$ cat config.mk
export PLATFORM = sky130hd
export DESIGN_NAME = silent_top
export DESIGN_NICKNAME = d
export VERILOG_FILES = /design/src/silent_pkg.sv /design/src/wb_decode.sv /design/src/silencer_core.sv /design/src/silenced_store.sv /design/src/silent_top.sv
export VERILOG_INCLUDE_DIRS = /design/src
export SDC_FILE = /design/constraint.sdc
export NUM_CORES = 1
export LEC_CHECK = 0
export BUFFER_PORTS_ARGS = -buffer_cell sky130_fd_sc_hd__buf_2
export CORE_ASPECT_RATIO = 1.75
export CORE_MARGIN = 3
export CORE_UTILIZATION = 50
export DETAILED_ROUTE_END_ITERATION = 6
export GPL_ROUTABILITY_DRIVEN = 0
export PLACE_DENSITY = 0.69
export SKIP_LAST_GASP = 1
export SYNTH_ARGS = -nofsm -noshare
export SYNTH_HDL_FRONTEND = slang
export SYNTH_SLANG_ARGS = --single-unit
$ cat constraint.sdc
create_clock -name CLK -period 5.7 [get_ports CLK]
set_clock_uncertainty 0.15 [all_clocks]
set_input_delay 0.855 -clock CLK [delete_from_list [all_inputs] [get_ports CLK]]
set_output_delay 0.855 -clock CLK [all_outputs]
set_load 0.005 [all_outputs]
$ cat src/silent_cfg.svh
// build configuration for the silencer subsystem
// value widths, channel count and the wishbone register map
`ifndef SILENT_CFG_SVH
`define SILENT_CFG_SVH

// duty, phase, cycle and step width
`define SIL_WIDTH 13
`define SIL_DEPTH 8
`define SIL_CH_BITS 4

`define SIL_ADDR_BITS 8
`define SIL_WB_BITS 32

// ~~~~~~~~~~~~~~~~~~~~~~~~~~~~~~~~~~~~~~~~~~~~~~~~~~~~~~~~~~~~~~~~~~~~~~~~~~~~
// register map, per-channel bases take the channel in the low nibble
// ~~~~~~~~~~~~~~~~~~~~~~~~~~~~~~~~~~~~~~~~~~~~~~~~~~~~~~~~~~~~~~~~~~~~~~~~~~~~
`define SIL_REG_CTRL 8'h00
`define SIL_REG_STEP 8'h01
`define SIL_REG_STATUS 8'h02
`define SIL_BASE_CYCLE 8'h10
`define SIL_BASE_DUTY 8'h20
`define SIL_BASE_PHASE 8'h30
`define SIL_BASE_RD_DUTY 8'h40
`define SIL_BASE_RD_PHASE 8'h50

`endif

$ cat src/silent_pkg.sv
// shared types for the silencer subsystem
// wishbone request, channel records, register select and core states
`include "silent_cfg.svh"

package silent_pkg;

  typedef struct packed {
    logic                      cyc;
    logic                      stb;
    logic                      we;
    logic [`SIL_ADDR_BITS-1:0] adr;
    logic [`SIL_WB_BITS-1:0]   dat_w;
  } wb_req_t;

  // one channel's drive period and targets
  typedef struct packed {
    logic [`SIL_CH_BITS-1:0] idx;
    logic [`SIL_WIDTH-1:0]   cycle;
    logic [`SIL_WIDTH-1:0]   duty;
    logic [`SIL_WIDTH-1:0]   phase;
  } chan_cfg_t;

  typedef struct packed {
    logic [`SIL_WIDTH-1:0] duty;
    logic [`SIL_WIDTH-1:0] phase;
  } chan_cur_t;

  typedef struct packed {
    logic [`SIL_CH_BITS-1:0] idx;
    logic [`SIL_WIDTH-1:0]   duty;
    logic [`SIL_WIDTH-1:0]   phase;
  } chan_out_t;

  typedef enum logic [3:0] {
    SEL_CTRL,
    SEL_STEP,
    SEL_STATUS,
    SEL_CYCLE,
    SEL_DUTY,
    SEL_PHASE,
    SEL_RD_DUTY,
    SEL_RD_PHASE,
    SEL_NONE
  } reg_sel_e;

  typedef enum logic {
    CORE_IDLE,
    CORE_RUN
  } core_state_e;

endpackage

$ cat src/wb_decode.sv
// wishbone classic slave for the silencer
// register decode, config memories, frame start and status readback
`timescale 1ns/10ps
`include "silent_cfg.svh"

module wb_decode (
  input  logic                    CLK,
  input  logic                    arst_n,
  input  silent_pkg::wb_req_t     wb_in,
  output logic [`SIL_WB_BITS-1:0] dat_r,
  output logic                    ack,
  output logic                    start,
  output logic [`SIL_WIDTH-1:0]   step,
  input  logic                    busy,
  input  logic [`SIL_CH_BITS-1:0] cfg_idx,
  output silent_pkg::chan_cfg_t   cfg,
  output logic [`SIL_CH_BITS-1:0] rd_idx,
  input  silent_pkg::chan_cur_t   rd_cur
);
  import silent_pkg::*;

  localparam int IW = (`SIL_DEPTH > 1) ? $clog2(`SIL_DEPTH) : 1;
  localparam int BW = `SIL_ADDR_BITS - `SIL_CH_BITS;
  localparam logic [BW-1:0] BlkCycle   = BW'(`SIL_BASE_CYCLE >> `SIL_CH_BITS);
  localparam logic [BW-1:0] BlkDuty    = BW'(`SIL_BASE_DUTY >> `SIL_CH_BITS);
  localparam logic [BW-1:0] BlkPhase   = BW'(`SIL_BASE_PHASE >> `SIL_CH_BITS);
  localparam logic [BW-1:0] BlkRdDuty  = BW'(`SIL_BASE_RD_DUTY >> `SIL_CH_BITS);
  localparam logic [BW-1:0] BlkRdPhase = BW'(`SIL_BASE_RD_PHASE >> `SIL_CH_BITS);

  reg_sel_e              sel;
  logic                  req;
  logic                  wr_en;
  logic [IW-1:0]         ch;
  logic                  busy_q;
  logic [7:0]            frame_cnt;
  logic [`SIL_WIDTH-1:0] cycle_mem[`SIL_DEPTH];
  logic [`SIL_WIDTH-1:0] duty_mem [`SIL_DEPTH];
  logic [`SIL_WIDTH-1:0] phase_mem[`SIL_DEPTH];

  function automatic reg_sel_e decode_adr(input logic [`SIL_ADDR_BITS-1:0] adr);
    logic [BW-1:0] blk;
    logic          in_range;
    blk      = adr[`SIL_ADDR_BITS-1:`SIL_CH_BITS];
    in_range = 32'(adr[`SIL_CH_BITS-1:0]) < `SIL_DEPTH;
    decode_adr = SEL_NONE;
    if (adr == `SIL_REG_CTRL) begin
      decode_adr = SEL_CTRL;
    end else if (adr == `SIL_REG_STEP) begin
      decode_adr = SEL_STEP;
    end else if (adr == `SIL_REG_STATUS) begin
      decode_adr = SEL_STATUS;
    end else if (in_range) begin
      case (blk)
        BlkCycle:   decode_adr = SEL_CYCLE;
        BlkDuty:    decode_adr = SEL_DUTY;
        BlkPhase:   decode_adr = SEL_PHASE;
        BlkRdDuty:  decode_adr = SEL_RD_DUTY;
        BlkRdPhase: decode_adr = SEL_RD_PHASE;
        default:    decode_adr = SEL_NONE;
      endcase
    end
  endfunction

  // the master holds the request through the ack cycle, so decode stays valid
  assign sel    = decode_adr(wb_in.adr);
  assign req    = wb_in.cyc && wb_in.stb;
  assign wr_en  = req && wb_in.we && !ack;
  assign ch     = wb_in.adr[IW-1:0];
  assign rd_idx = wb_in.adr[`SIL_CH_BITS-1:0];

  always_ff @(posedge CLK or negedge arst_n) begin
    if (!arst_n) begin
      ack       <= 1'b0;
      start     <= 1'b0;
      step      <= '0;
      busy_q    <= 1'b0;
      frame_cnt <= '0;
    end else begin
      ack    <= req && !ack;
      // a frame request during a running frame is dropped
      start  <= ack && req && wb_in.we && (sel == SEL_CTRL) && wb_in.dat_w[0] && !busy;
      busy_q <= busy;
      if (busy_q && !busy) begin
        frame_cnt <= frame_cnt + 1'b1;
      end
      if (wr_en && (sel == SEL_STEP)) begin
        step <= wb_in.dat_w[`SIL_WIDTH-1:0];
      end
    end
  end

  always_ff @(posedge CLK) begin
    if (wr_en) begin
      case (sel)
        SEL_CYCLE: cycle_mem[ch] <= wb_in.dat_w[`SIL_WIDTH-1:0];
        SEL_DUTY:  duty_mem[ch]  <= wb_in.dat_w[`SIL_WIDTH-1:0];
        SEL_PHASE: phase_mem[ch] <= wb_in.dat_w[`SIL_WIDTH-1:0];
        default: begin
        end
      endcase
    end
    cfg.idx   <= cfg_idx;
    cfg.cycle <= cycle_mem[cfg_idx[IW-1:0]];
    cfg.duty  <= duty_mem[cfg_idx[IW-1:0]];
    cfg.phase <= phase_mem[cfg_idx[IW-1:0]];
  end

  // current values arrive from the store one cycle after rd_idx, in the ack cycle
  always_comb begin
    case (sel)
      SEL_STEP:     dat_r = `SIL_WB_BITS'(step);
      SEL_STATUS:   dat_r = `SIL_WB_BITS'({frame_cnt, 7'd0, busy});
      SEL_CYCLE:    dat_r = `SIL_WB_BITS'(cycle_mem[ch]);
      SEL_DUTY:     dat_r = `SIL_WB_BITS'(duty_mem[ch]);
      SEL_PHASE:    dat_r = `SIL_WB_BITS'(phase_mem[ch]);
      SEL_RD_DUTY:  dat_r = `SIL_WB_BITS'(rd_cur.duty);
      SEL_RD_PHASE: dat_r = `SIL_WB_BITS'(rd_cur.phase);
      default:      dat_r = '0;
    endcase
  end

  a_ack_follows_cyc: assert property (
    @(posedge CLK) disable iff (!arst_n) ack |-> $past(wb_in.cyc)
  );

endmodule

$ cat src/silencer_core.sv
// silencer execute stage
// four-stage pipeline slewing each channel's duty and phase toward target
`timescale 1ns/10ps
`include "silent_cfg.svh"

module silencer_core (
  input  logic                    CLK,
  input  logic                    arst_n,
  input  logic                    start,
  input  logic [`SIL_WIDTH-1:0]   step,
  output logic [`SIL_CH_BITS-1:0] cfg_idx,
  input  silent_pkg::chan_cfg_t   cfg,
  output logic [`SIL_CH_BITS-1:0] cur_idx,
  input  silent_pkg::chan_cur_t   cur,
  output logic                    res_valid,
  output silent_pkg::chan_out_t   res,
  output logic                    busy
);
  import silent_pkg::*;

  // two guard bits hold the sign and the overflow of a difference
  localparam int DW = `SIL_WIDTH + 2;
  localparam logic [`SIL_CH_BITS-1:0] LastCh = `SIL_CH_BITS'(`SIL_DEPTH - 1);

  typedef logic signed [DW-1:0] sval_t;

  core_state_e             state;
  logic [`SIL_CH_BITS-1:0] issue_cnt;
  logic                    issue;
  sval_t                   step_q;

  logic                    v0, v1, v2, v3;
  logic                    tail_q;
  logic [`SIL_CH_BITS-1:0] idx1, idx2, idx3;
  sval_t                   cyc1, cyc2, cyc3;
  sval_t                   dd1, dp1, cd1, cp1;
  sval_t                   dd2, dp2, cd2, cp2;
  sval_t                   nd3, np3;
  sval_t                   half1;
  sval_t                   fold3;

  function automatic sval_t widen(input logic [`SIL_WIDTH-1:0] v);
    widen = sval_t'({2'b00, v});
  endfunction

  function automatic sval_t clamp(input sval_t d, input sval_t lim);
    if (d > lim) begin
      clamp = lim;
    end else if (d < -lim) begin
      clamp = -lim;
    end else begin
      clamp = d;
    end
  endfunction

  // ~~~~~~~~~~~~~~~~~~~~~~~~~~~~~~~~~~~~~~~~~~~~~~~~~~~~~~~~~~~~~~~~~~~~~~~~~~
  // issue, channel 0 goes out in the start cycle itself
  // ~~~~~~~~~~~~~~~~~~~~~~~~~~~~~~~~~~~~~~~~~~~~~~~~~~~~~~~~~~~~~~~~~~~~~~~~~~
  assign issue   = (state == CORE_RUN) || (start && (state == CORE_IDLE));
  assign cur_idx = (state == CORE_RUN) ? issue_cnt : '0;
  assign cfg_idx = cur_idx;

  always_ff @(posedge CLK or negedge arst_n) begin
    if (!arst_n) begin
      state     <= CORE_IDLE;
      issue_cnt <= '0;
    end else begin
      case (state)
        CORE_IDLE: begin
          if (start) begin
            issue_cnt <= `SIL_CH_BITS'(1);
            state     <= (`SIL_DEPTH > 1) ? CORE_RUN : CORE_IDLE;
          end
        end
        CORE_RUN: begin
          issue_cnt <= issue_cnt + 1'b1;
          if (issue_cnt == LastCh) begin
            state <= CORE_IDLE;
          end
        end
        default: state <= CORE_IDLE;
      endcase
    end
  end

  always_ff @(posedge CLK or negedge arst_n) begin
    if (!arst_n) begin
      v0        <= 1'b0;
      v1        <= 1'b0;
      v2        <= 1'b0;
      v3        <= 1'b0;
      res_valid <= 1'b0;
      tail_q    <= 1'b0;
    end else begin
      v0        <= issue;
      v1        <= v0;
      v2        <= v1;
      v3        <= v2;
      res_valid <= v3;
      tail_q    <= res_valid;
    end
  end

  // stays high until the store has forwarded the last result
  assign busy = (state == CORE_RUN) || v0 || v1 || v2 || v3 || res_valid || tail_q;

  assign half1 = cyc1 >>> 1;

  always_comb begin
    if (np3 >= cyc3) begin
      fold3 = np3 - cyc3;
    end else if (np3 < 0) begin
      fold3 = np3 + cyc3;
    end else begin
      fold3 = np3;
    end
  end

  always_ff @(posedge CLK) begin
    if (start && (state == CORE_IDLE)) begin
      step_q <= widen(step);
    end

    // stage 1 target minus current
    idx1 <= cfg.idx;
    cyc1 <= widen(cfg.cycle);
    dd1  <= widen(cfg.duty) - widen(cur.duty);
    dp1  <= widen(cfg.phase) - widen(cur.phase);
    cd1  <= widen(cur.duty);
    cp1  <= widen(cur.phase);

    // stage 2 take the short way around the period
    idx2 <= idx1;
    cyc2 <= cyc1;
    dd2  <= dd1;
    cd2  <= cd1;
    cp2  <= cp1;
    if (dp1 > half1) begin
      dp2 <= dp1 - cyc1;
    end else if (dp1 < -half1) begin
      dp2 <= dp1 + cyc1;
    end else begin
      dp2 <= dp1;
    end

    // stage 3 limited step
    idx3 <= idx2;
    cyc3 <= cyc2;
    nd3  <= cd2 + clamp(dd2, step_q);
    np3  <= cp2 + clamp(dp2, step_q);

    // stage 4 phase back into 0 to cycle-1
    res.idx   <= idx3;
    res.duty  <= nd3[`SIL_WIDTH-1:0];
    res.phase <= fold3[`SIL_WIDTH-1:0];
  end

  // a result only follows an issue five cycles earlier and carries that channel
  a_no_stray_result: assert property (
    @(posedge CLK) disable iff (!arst_n)
    res_valid |-> ($past(issue, 5) && (res.idx == $past(cur_idx, 5)))
  );

endmodule

$ cat src/silenced_store.sv
// silencer result stage
// current duty and phase per channel, write-back and output stream
`timescale 1ns/10ps
`include "silent_cfg.svh"

module silenced_store (
  input  logic                    CLK,
  input  logic                    arst_n,
  input  logic [`SIL_CH_BITS-1:0] cur_idx,
  output silent_pkg::chan_cur_t   cur,
  input  logic                    res_valid,
  input  silent_pkg::chan_out_t   res,
  input  logic [`SIL_CH_BITS-1:0] rd_idx,
  output silent_pkg::chan_cur_t   rd_cur,
  output logic                    out_valid,
  output silent_pkg::chan_out_t   out_data
);
  import silent_pkg::*;

  localparam int IW = (`SIL_DEPTH > 1) ? $clog2(`SIL_DEPTH) : 1;

  logic [`SIL_WIDTH-1:0] cur_duty [`SIL_DEPTH];
  logic [`SIL_WIDTH-1:0] cur_phase[`SIL_DEPTH];

  // all channels start from zero duty and phase
  always_ff @(posedge CLK or negedge arst_n) begin
    if (!arst_n) begin
      for (int i = 0; i < `SIL_DEPTH; i++) begin
        cur_duty[i]  <= '0;
        cur_phase[i] <= '0;
      end
      out_valid <= 1'b0;
    end else begin
      out_valid <= res_valid;
      if (res_valid) begin
        cur_duty[res.idx[IW-1:0]]  <= res.duty;
        cur_phase[res.idx[IW-1:0]] <= res.phase;
      end
    end
  end

  // core port and wishbone port both answer one cycle after the index
  always_ff @(posedge CLK) begin
    cur.duty     <= cur_duty[cur_idx[IW-1:0]];
    cur.phase    <= cur_phase[cur_idx[IW-1:0]];
    rd_cur.duty  <= cur_duty[rd_idx[IW-1:0]];
    rd_cur.phase <= cur_phase[rd_idx[IW-1:0]];
    out_data     <= res;
  end

  a_res_idx_in_range: assert property (
    @(posedge CLK) disable iff (!arst_n) res_valid |-> (32'(res.idx) < `SIL_DEPTH)
  );

endmodule

$ cat src/silent_top.sv
// silencer subsystem top level
// wishbone decode, silencer pipeline and current-value store
`timescale 1ns/10ps
`include "silent_cfg.svh"

module silent_top (
  input  logic                    CLK,
  input  logic                    arst_n,
  input  silent_pkg::wb_req_t     wb_in,
  output logic [`SIL_WB_BITS-1:0] dat_r,
  output logic                    ack,
  output logic                    out_valid,
  output silent_pkg::chan_out_t   out_data
);
  import silent_pkg::*;

  logic                    start;
  logic                    busy;
  logic [`SIL_WIDTH-1:0]   step;
  logic [`SIL_CH_BITS-1:0] cfg_idx;
  logic [`SIL_CH_BITS-1:0] cur_idx;
  logic [`SIL_CH_BITS-1:0] rd_idx;
  chan_cfg_t               cfg;
  chan_cur_t               cur;
  chan_cur_t               rd_cur;
  logic                    res_valid;
  chan_out_t               res;

  wb_decode u_decode (
    .CLK    (CLK),
    .arst_n (arst_n),
    .wb_in  (wb_in),
    .dat_r  (dat_r),
    .ack    (ack),
    .start  (start),
    .step   (step),
    .busy   (busy),
    .cfg_idx(cfg_idx),
    .cfg    (cfg),
    .rd_idx (rd_idx),
    .rd_cur (rd_cur)
  );

  silencer_core u_core (
    .CLK      (CLK),
    .arst_n   (arst_n),
    .start    (start),
    .step     (step),
    .cfg_idx  (cfg_idx),
    .cfg      (cfg),
    .cur_idx  (cur_idx),
    .cur      (cur),
    .res_valid(res_valid),
    .res      (res),
    .busy     (busy)
  );

  silenced_store u_store (
    .CLK      (CLK),
    .arst_n   (arst_n),
    .cur_idx  (cur_idx),
    .cur      (cur),
    .res_valid(res_valid),
    .res      (res),
    .rd_idx   (rd_idx),
    .rd_cur   (rd_cur),
    .out_valid(out_valid),
    .out_data (out_data)
  );

endmodule

## Word-level counts from Yosys, hierarchy flattened

Memories as Yosys holds them, arrays and structs flattened. A register that Yosys moved wholly into a read port is not among the register bits.
Index checks and enable logic that the tools add are counted.

| storage, ports and cells | value |
|---|---|
| memories | 3 |
| word-level logic and storage cells | 175 |
| input port bits | 45 |
| output and inout bits | 64 |
| flip-flop bits (word level) | 563 |
| memory bits (writable) | 312 |

Memories:

| name | words | width | read ports | clocked after Yosys merged registers in | wr ports | RTL line | text |
|---|---|---|---|---|---|---|---|
| u_decode.cycle_mem | 8 | 13 | 2 | 1 | 1 | wb_decode.sv:36 | `` logic [`SIL_WIDTH-1:0] cycle_mem[`SIL_DEPTH]; `` |
| u_decode.duty_mem | 8 | 13 | 2 | 1 | 1 | wb_decode.sv:37 | `` logic [`SIL_WIDTH-1:0] duty_mem [`SIL_DEPTH]; `` |
| u_decode.phase_mem | 8 | 13 | 2 | 1 | 1 | wb_decode.sv:38 | `` logic [`SIL_WIDTH-1:0] phase_mem[`SIL_DEPTH]; `` |

| cells by class | value |
|---|---|
| add/sub/neg operators | 12 |
| eq/ne operators | 16 |
| reduce and logical (&&, ||, !) cells | 24 |
| mux-type cells | 45 |
| bitwise gates (word level) | 4 |
| magnitude comparators | 13 |

Operators with widths:

| operator | count |
|---|---|
| $bwmux W104 | 2 |
| $mux W13 | 13 |
| $bmux W13 S3 | 4 |
| $pmux W16 S7 | 1 |
| $mux W15 | 4 |
| $lt A15 B15 Y1 | 3 |
| $demux W13 S3 | 1 |
| $gt A15 B14 Y1 | 2 |
| $eq A4 B3 Y1 const B | 7 |
| $sub A13 B13 Y14 | 2 |
| $add A13 B13 Y13 | 2 |
| $mux W4 | 5 |
| $pmux W4 S5 | 1 |
| $eq A4 B2 Y1 const B | 4 |
| $add A14 B15 Y15 | 1 |
| $add A15 B14 Y15 | 1 |
| $ge A15 B14 Y1 | 1 |
| $gt A15 B13 Y1 | 1 |
| $lt A15 B1 Y1 const B | 1 |
| $neg A12 Y15 | 1 |
| $neg A13 Y15 | 1 |
| $sub A15 B14 Y15 | 1 |
| $logic_and A1 B1 Y1 | 13 |
| $sub A13 B13 Y13 | 1 |
| 19 further kinds | 41 |

## Depth between registers and ports, before layout

| depth | value |
|---|---|
| depth in word-level cells | 10 |
| mapped depth | 30 |
| gate-level depth less buffers | 29 |

## Hierarchy

Synthesis repeated with hierarchy kept, for this count alone.

| second synthesis, totals | value |
|---|---|
| cells, all modules | 3145 |
| area, all modules | 42701.0 um^2 |

By module, submodules not included:

| module | times used | sequential area each (um^2) | area an instance (um^2) | cells an instance |
|---|---|---|---|---|
| wb_decode | 1 | 10830.4 | 16761.1 | 1003 |
| silencer_core | 1 | 5029.8 | 13337.8 | 1426 |
| silenced_store | 1 | 6871.6 | 12602.1 | 716 |

## Worst setup path before layout

No wires, ideal clock.

| timing path | value |
|---|---|
| kind | flip-flop to flip-flop |
| start point | reg u_core.step_q[1] |
| end point | reg u_core.np3[14] |
| cell stages (with the launch flop) | 28 |
| path buffers | 2 |
| arrival | 5541 ps |
| path slack | -135 ps |
| cell sequence | edfxtp_1 inv_1 ha_1 clkbuf_2 or3b_1 nor2_1 nand2_1 nor4_1 ha_1 nand2_1 nor3_1 nand2_1 o21a_2 buf_4 o21ai_0 o31ai_1 ha_1 fa_1 a21o_1 a21oi_1 o21ai_0 a31o_2 a211oi_1 o21ai_0 nand3_1 mux2i_1 xnor2_1 nor2_1 |

| on the way | value |
|---|---|
| longest elaborated chain between the ends | 5 |
| elaborated cells between the ends (all ways) | 6 |
| those cells by class | 2 x add/sub; 2 x order compare; 2 x mux |

RTL lines:

| item | RTL line | text |
|---|---|---|
| start, declared | silencer_core.sv:30 | `sval_t step_q;` |
| start signal, assigned | silencer_core.sv:121 | `step_q <= widen(step);` |
| $neg A13 Y15 | silencer_core.sv:49, silencer_core.sv:50 |  |
| $lt A15 B15 Y1 | silencer_core.sv:49 | `end else if (d < -lim) begin` |
| $mux W15 | silencer_core.sv:49 |  |
| $mux W15 (*) | silencer_core.sv:47 | `if (d > lim) begin` |
| $add A14 B15 Y15 (*) | silencer_core.sv:150 | `np3 <= cp2 + clamp(dp2, step_q);` |
| end signal, assigned | silencer_core.sv:150 |  |
| end, declared | silencer_core.sv:38 | `sval_t nd3, np3;` |

Every way passes the cells marked *; elsewhere a longest branch is shown, timed or not.
A chain may end at the register's enable or synchronous reset.

## Worst setup path in the final report

| timing path | value |
|---|---|
| start point | reg u_core.step_q[0] |
| end point | reg u_core.nd3[12] |

| on the way | value |
|---|---|
| longest elaborated chain between the ends | 5 |
| elaborated cells between the ends (all ways) | 6 |
| those cells by class | 2 x add/sub; 2 x order compare; 2 x mux |

RTL lines:

| item | RTL line | text |
|---|---|---|
| $neg A13 Y15 | silencer_core.sv:49 |  |
| $lt A15 B15 Y1 | silencer_core.sv:49 |  |
| $mux W13 | silencer_core.sv:49 |  |
| $mux W13 (*) | silencer_core.sv:47 |  |
| $add A13 B13 Y13 (*) | silencer_core.sv:149 | `nd3 <= cd2 + clamp(dd2, step_q);` |
| end signal, assigned | silencer_core.sv:149 |  |
| end, declared | silencer_core.sv:38 |  |

Marked as above.

==> summary.md <==
| Metric | Value |
|---|---|
| Run status | `completed` |
| I/O Buffers | `73` |
| Final WL | `125 mm` |
| Total of max-cap violations | `0` |
| I/O pins | `109` |
| Worst hold path type | `reg -> reg` |
| Layout cell share with drive strength beyond 1 | `0.219` |
| Slew Limit Fails | `0` |
| Register area share after synthesis | `0.552` |
| Slowest cell on the critical path | `edfxtp_1` |
| Die span in y | `385 microns` |
| Post-synth EDFFs | `325` |
| Worst Path Required | `6080 ps` |
| Setup violators final | `0` |
| Setup TNS | `0 ps` |
| P&R area growth vs syn | `13.2%` |
| Vias per cell | `6.45` |
| Post-Synthesis Cells | `3313` |
| Placed cell areas | `43300 sq um` |
| First-pass DRT Iterations | `7` |
| WS Path Type | `reg -> reg` |
| CTS root buf | `clkbuf_16` |
| Fin Hold WS | `160 ps` |
| YS warnings | `0` |
| Initial DRC count | `2505` |
| CTS Sinks | `911` |
| Net count, final | `3674` |
| Worst skew pair latency | `670 ps` |
| CP Data Arrival Time | `5960 ps` |
| FF-to-FF path depth | `27` |
| Area share of the largest cell type after synthesis | `0.237` |
| Routed len/inst | `27.3 microns` |
| Slew at the pin with the worst max-slew slack | `1170 ps` |
| Ys flop type | `dfxtp_1` |
| CP max FO | `5` |
| Synth top area cells | `edfxtp_1 (24%), dfxtp_1 (17%), dfrtp_1 (15%)` |
| Synthesized cell area | `41100 sq um` |
| Post-Syn Area per Cell | `12.4 sq um` |
| Worst path max stage delay | `440 ps` |
| Clock buffer count from CTS | `82` |
| Slew HR | `0.217` |
| RSZ-0062 raised after global routing | `yes` |
| Post-synthesis cell type count | `96` |
| First-pass GRT wire length | `183 mm` |
| Post-layout util | `0.573` |
| Power Density | `311 nW/um^2` |
| Critical Path Sink Type | `register` |
| GR Overflow Total | `0` |
| Tmin final | `5580 ps` |
| FMAX | `0.179 GHz` |
| TritonCTS clock tree | `done` |
| Core Region | `81200 sq um` |
| Layout Cells excl Fill | `4566` |
| Commonest non-fill, non-tap cell in the layout | `dfxtp_1` |
| Clk pin slew, worst setup/hold paths | `70 ps` |
| Startpoint Class | `register` |
| Post-route antenna net violation count | `0` |
| Top cell type by total area after synthesis | `edfxtp_1` |
| Number of global-route vias before repair | `29800` |
| Register bit total from synthesis | `911` |
| # rows | `138` |
| Crit share post-route | `0.978` |
| Starting Density | `0.507` |
| Max clock buf depth | `3` |
| Die area | `85800 sq um` |
| DP Wirelength | `84.6 mm` |
| Final std cell area, no fill | `46500 sq um` |
| Die Wd | `223 microns` |
| DRC | `0` |
| Routed vias | `29500` |
| H-tree levels | `3` |
| VDD IR max | `0.272 mV` |
| Final Hold Fails | `0` |
| Post-route setup slack | `125 ps` |
| Async SR Flop Fraction | `0.267` |
| Overall routing resource usage | `0.286` |
| DP Worst Slack | `-60.9 ps` |
| Largest net degree at the start of global routing | `127` |
| Pleak | `19.2 nW` |
| Total power | `14.5 mW` |
| Placed insts | `4400` |
| Most frequent cells in the layout | `dfxtp_1 (343), edfxtp_1 (325), dfrtp_1 (241), mux2_2 (233), ha_1 (173)` |
| Initial antenna violation count | `3` |
| Hold Path Depth | `0` |
worst max-delay path: cells and delay by family, from the launching register on:
| kind | cells | cell delay (ps) |
|---|---|---|
| fa+ha+maj | 3 | 690 |
| simple gates | 6 | 1130 |
| compound gates | 13 | 2290 |
| flops | 1 | 440 |
| buf+inv | 2 | 240 |
| mux | 1 | 210 |
| xor+xnor | 2 | 290 |
final cells by class:
type | instances | area [sq um]
inverters | 137 | 514
flip-flops and latches | 911 | 22700
clock buffers | 113 | 2490
multi-input cells | 2078 | 17400
clock inverters | 41 | 442
repair buffers | 235 | 1700
diodes | 1 | 2.50
well taps | 1050 | 1310
fillers | 6740 | 34600
report_power, final:
group	internal, mW	leakage [nW]	total (mW)	switching [mW]
clock	3.37	1.45	5.89	2.51
combinational	0.521	8.59	1.29	0.768
sequential	6.96	9.14	7.31	0.349
total	10.9	19.2	14.5	3.63
metal layers:
metal / wire [microns] / GRT usage / share of wire
met5: 32 / 0 / 0.00026
met2: 63500 / 0.510 / 0.51
met3: 8540 / 0.0397 / 0.069
met1: 42000 / 0.307 / 0.34
met4: 10600 / 0.215 / 0.085
Yosys cell counts, drive strengths merged (12+ instances only):
cell    instances
xor2           20
nand2b         19
and3           12
buf            42
o21a           17
nand3          42
a221oi         80
a31oi          12
a211oi         82
mux4           68
dfxtp         343
nor2b          30
a21o           91
a21oi         108
mux2i         119
nand2         108
inv           137
a22oi          84
mux2          233
and2           17
edfxtp        325
xnor2          58
dfrtp         243
ha            176
o22ai         118
o21ai          97
nand4          38
o221ai         39
a21boi         19
nor3           51
nor2          148
nor4           40
clkbuf        160
sequential cells by signal, summed over array words and instances (netlist names), 14 cells and up:
signal / flops
u_store.cur_phase: 104
u_store.rd_cur: 26
u_decode.cfg: 43
u_core.dd1: 14
u_decode.duty_mem: 104
u_core.dp1: 14
u_store.out_data: 30
u_decode.phase_mem: 104
u_core.np3: 15
u_core.res: 30
u_core.dd2: 14
u_core.dp2: 15
u_store.cur_duty: 104
u_decode.cycle_mem: 104
u_store.cur: 26
final timing paths:
| check | startpoint | endpoint | slack [ps] |
|---|---|---|---|
| worst max-delay path | u_core.step_q[0]$_DFFE_PP_ | u_core.nd3[12]$_DFF_P_ | 120 |
| worst min-delay path | u_core.cp1[3]$_DFF_P_ | u_core.cp2[3]$_DFF_P_ | 160 |
| worst max register to register | u_core.step_q[0]$_DFFE_PP_ | u_core.nd3[12]$_DFF_P_ | 120 |
| worst min register to register | u_core.cp1[3]$_DFF_P_ | u_core.cp2[3]$_DFF_P_ | 160 |
| max in group asynchronous | arst_n | u_store.cur_phase[94]$_DFFE_PN0P_ | 3620 |
| min in group asynchronous | arst_n | u_store.cur_duty[97]$_DFFE_PN0P_ | 600 |
timing repair:
item	CTS	global route
hold buffers	1	0
setup endpoints to repair	1	10
buffers inserted	0	10
gates resized for setup	2	43
endpoints found under the hold margin	34	0
pin swaps	0	26
kinds of logic after synthesis:
family,count (synthesis),share of synthesized area
adder cells (fa/ha/maj),185,0.0577
AO/OA/AOI/OAI,823,0.140
AND/OR/NAND/NOR,556,0.0689
other,1,0.0000912
XOR/XNOR,78,0.0172
multiplexers,420,0.130
buffers and inverters,339,0.0332
flip-flops,911,0.552
Power figures use the tool's default switching activity.
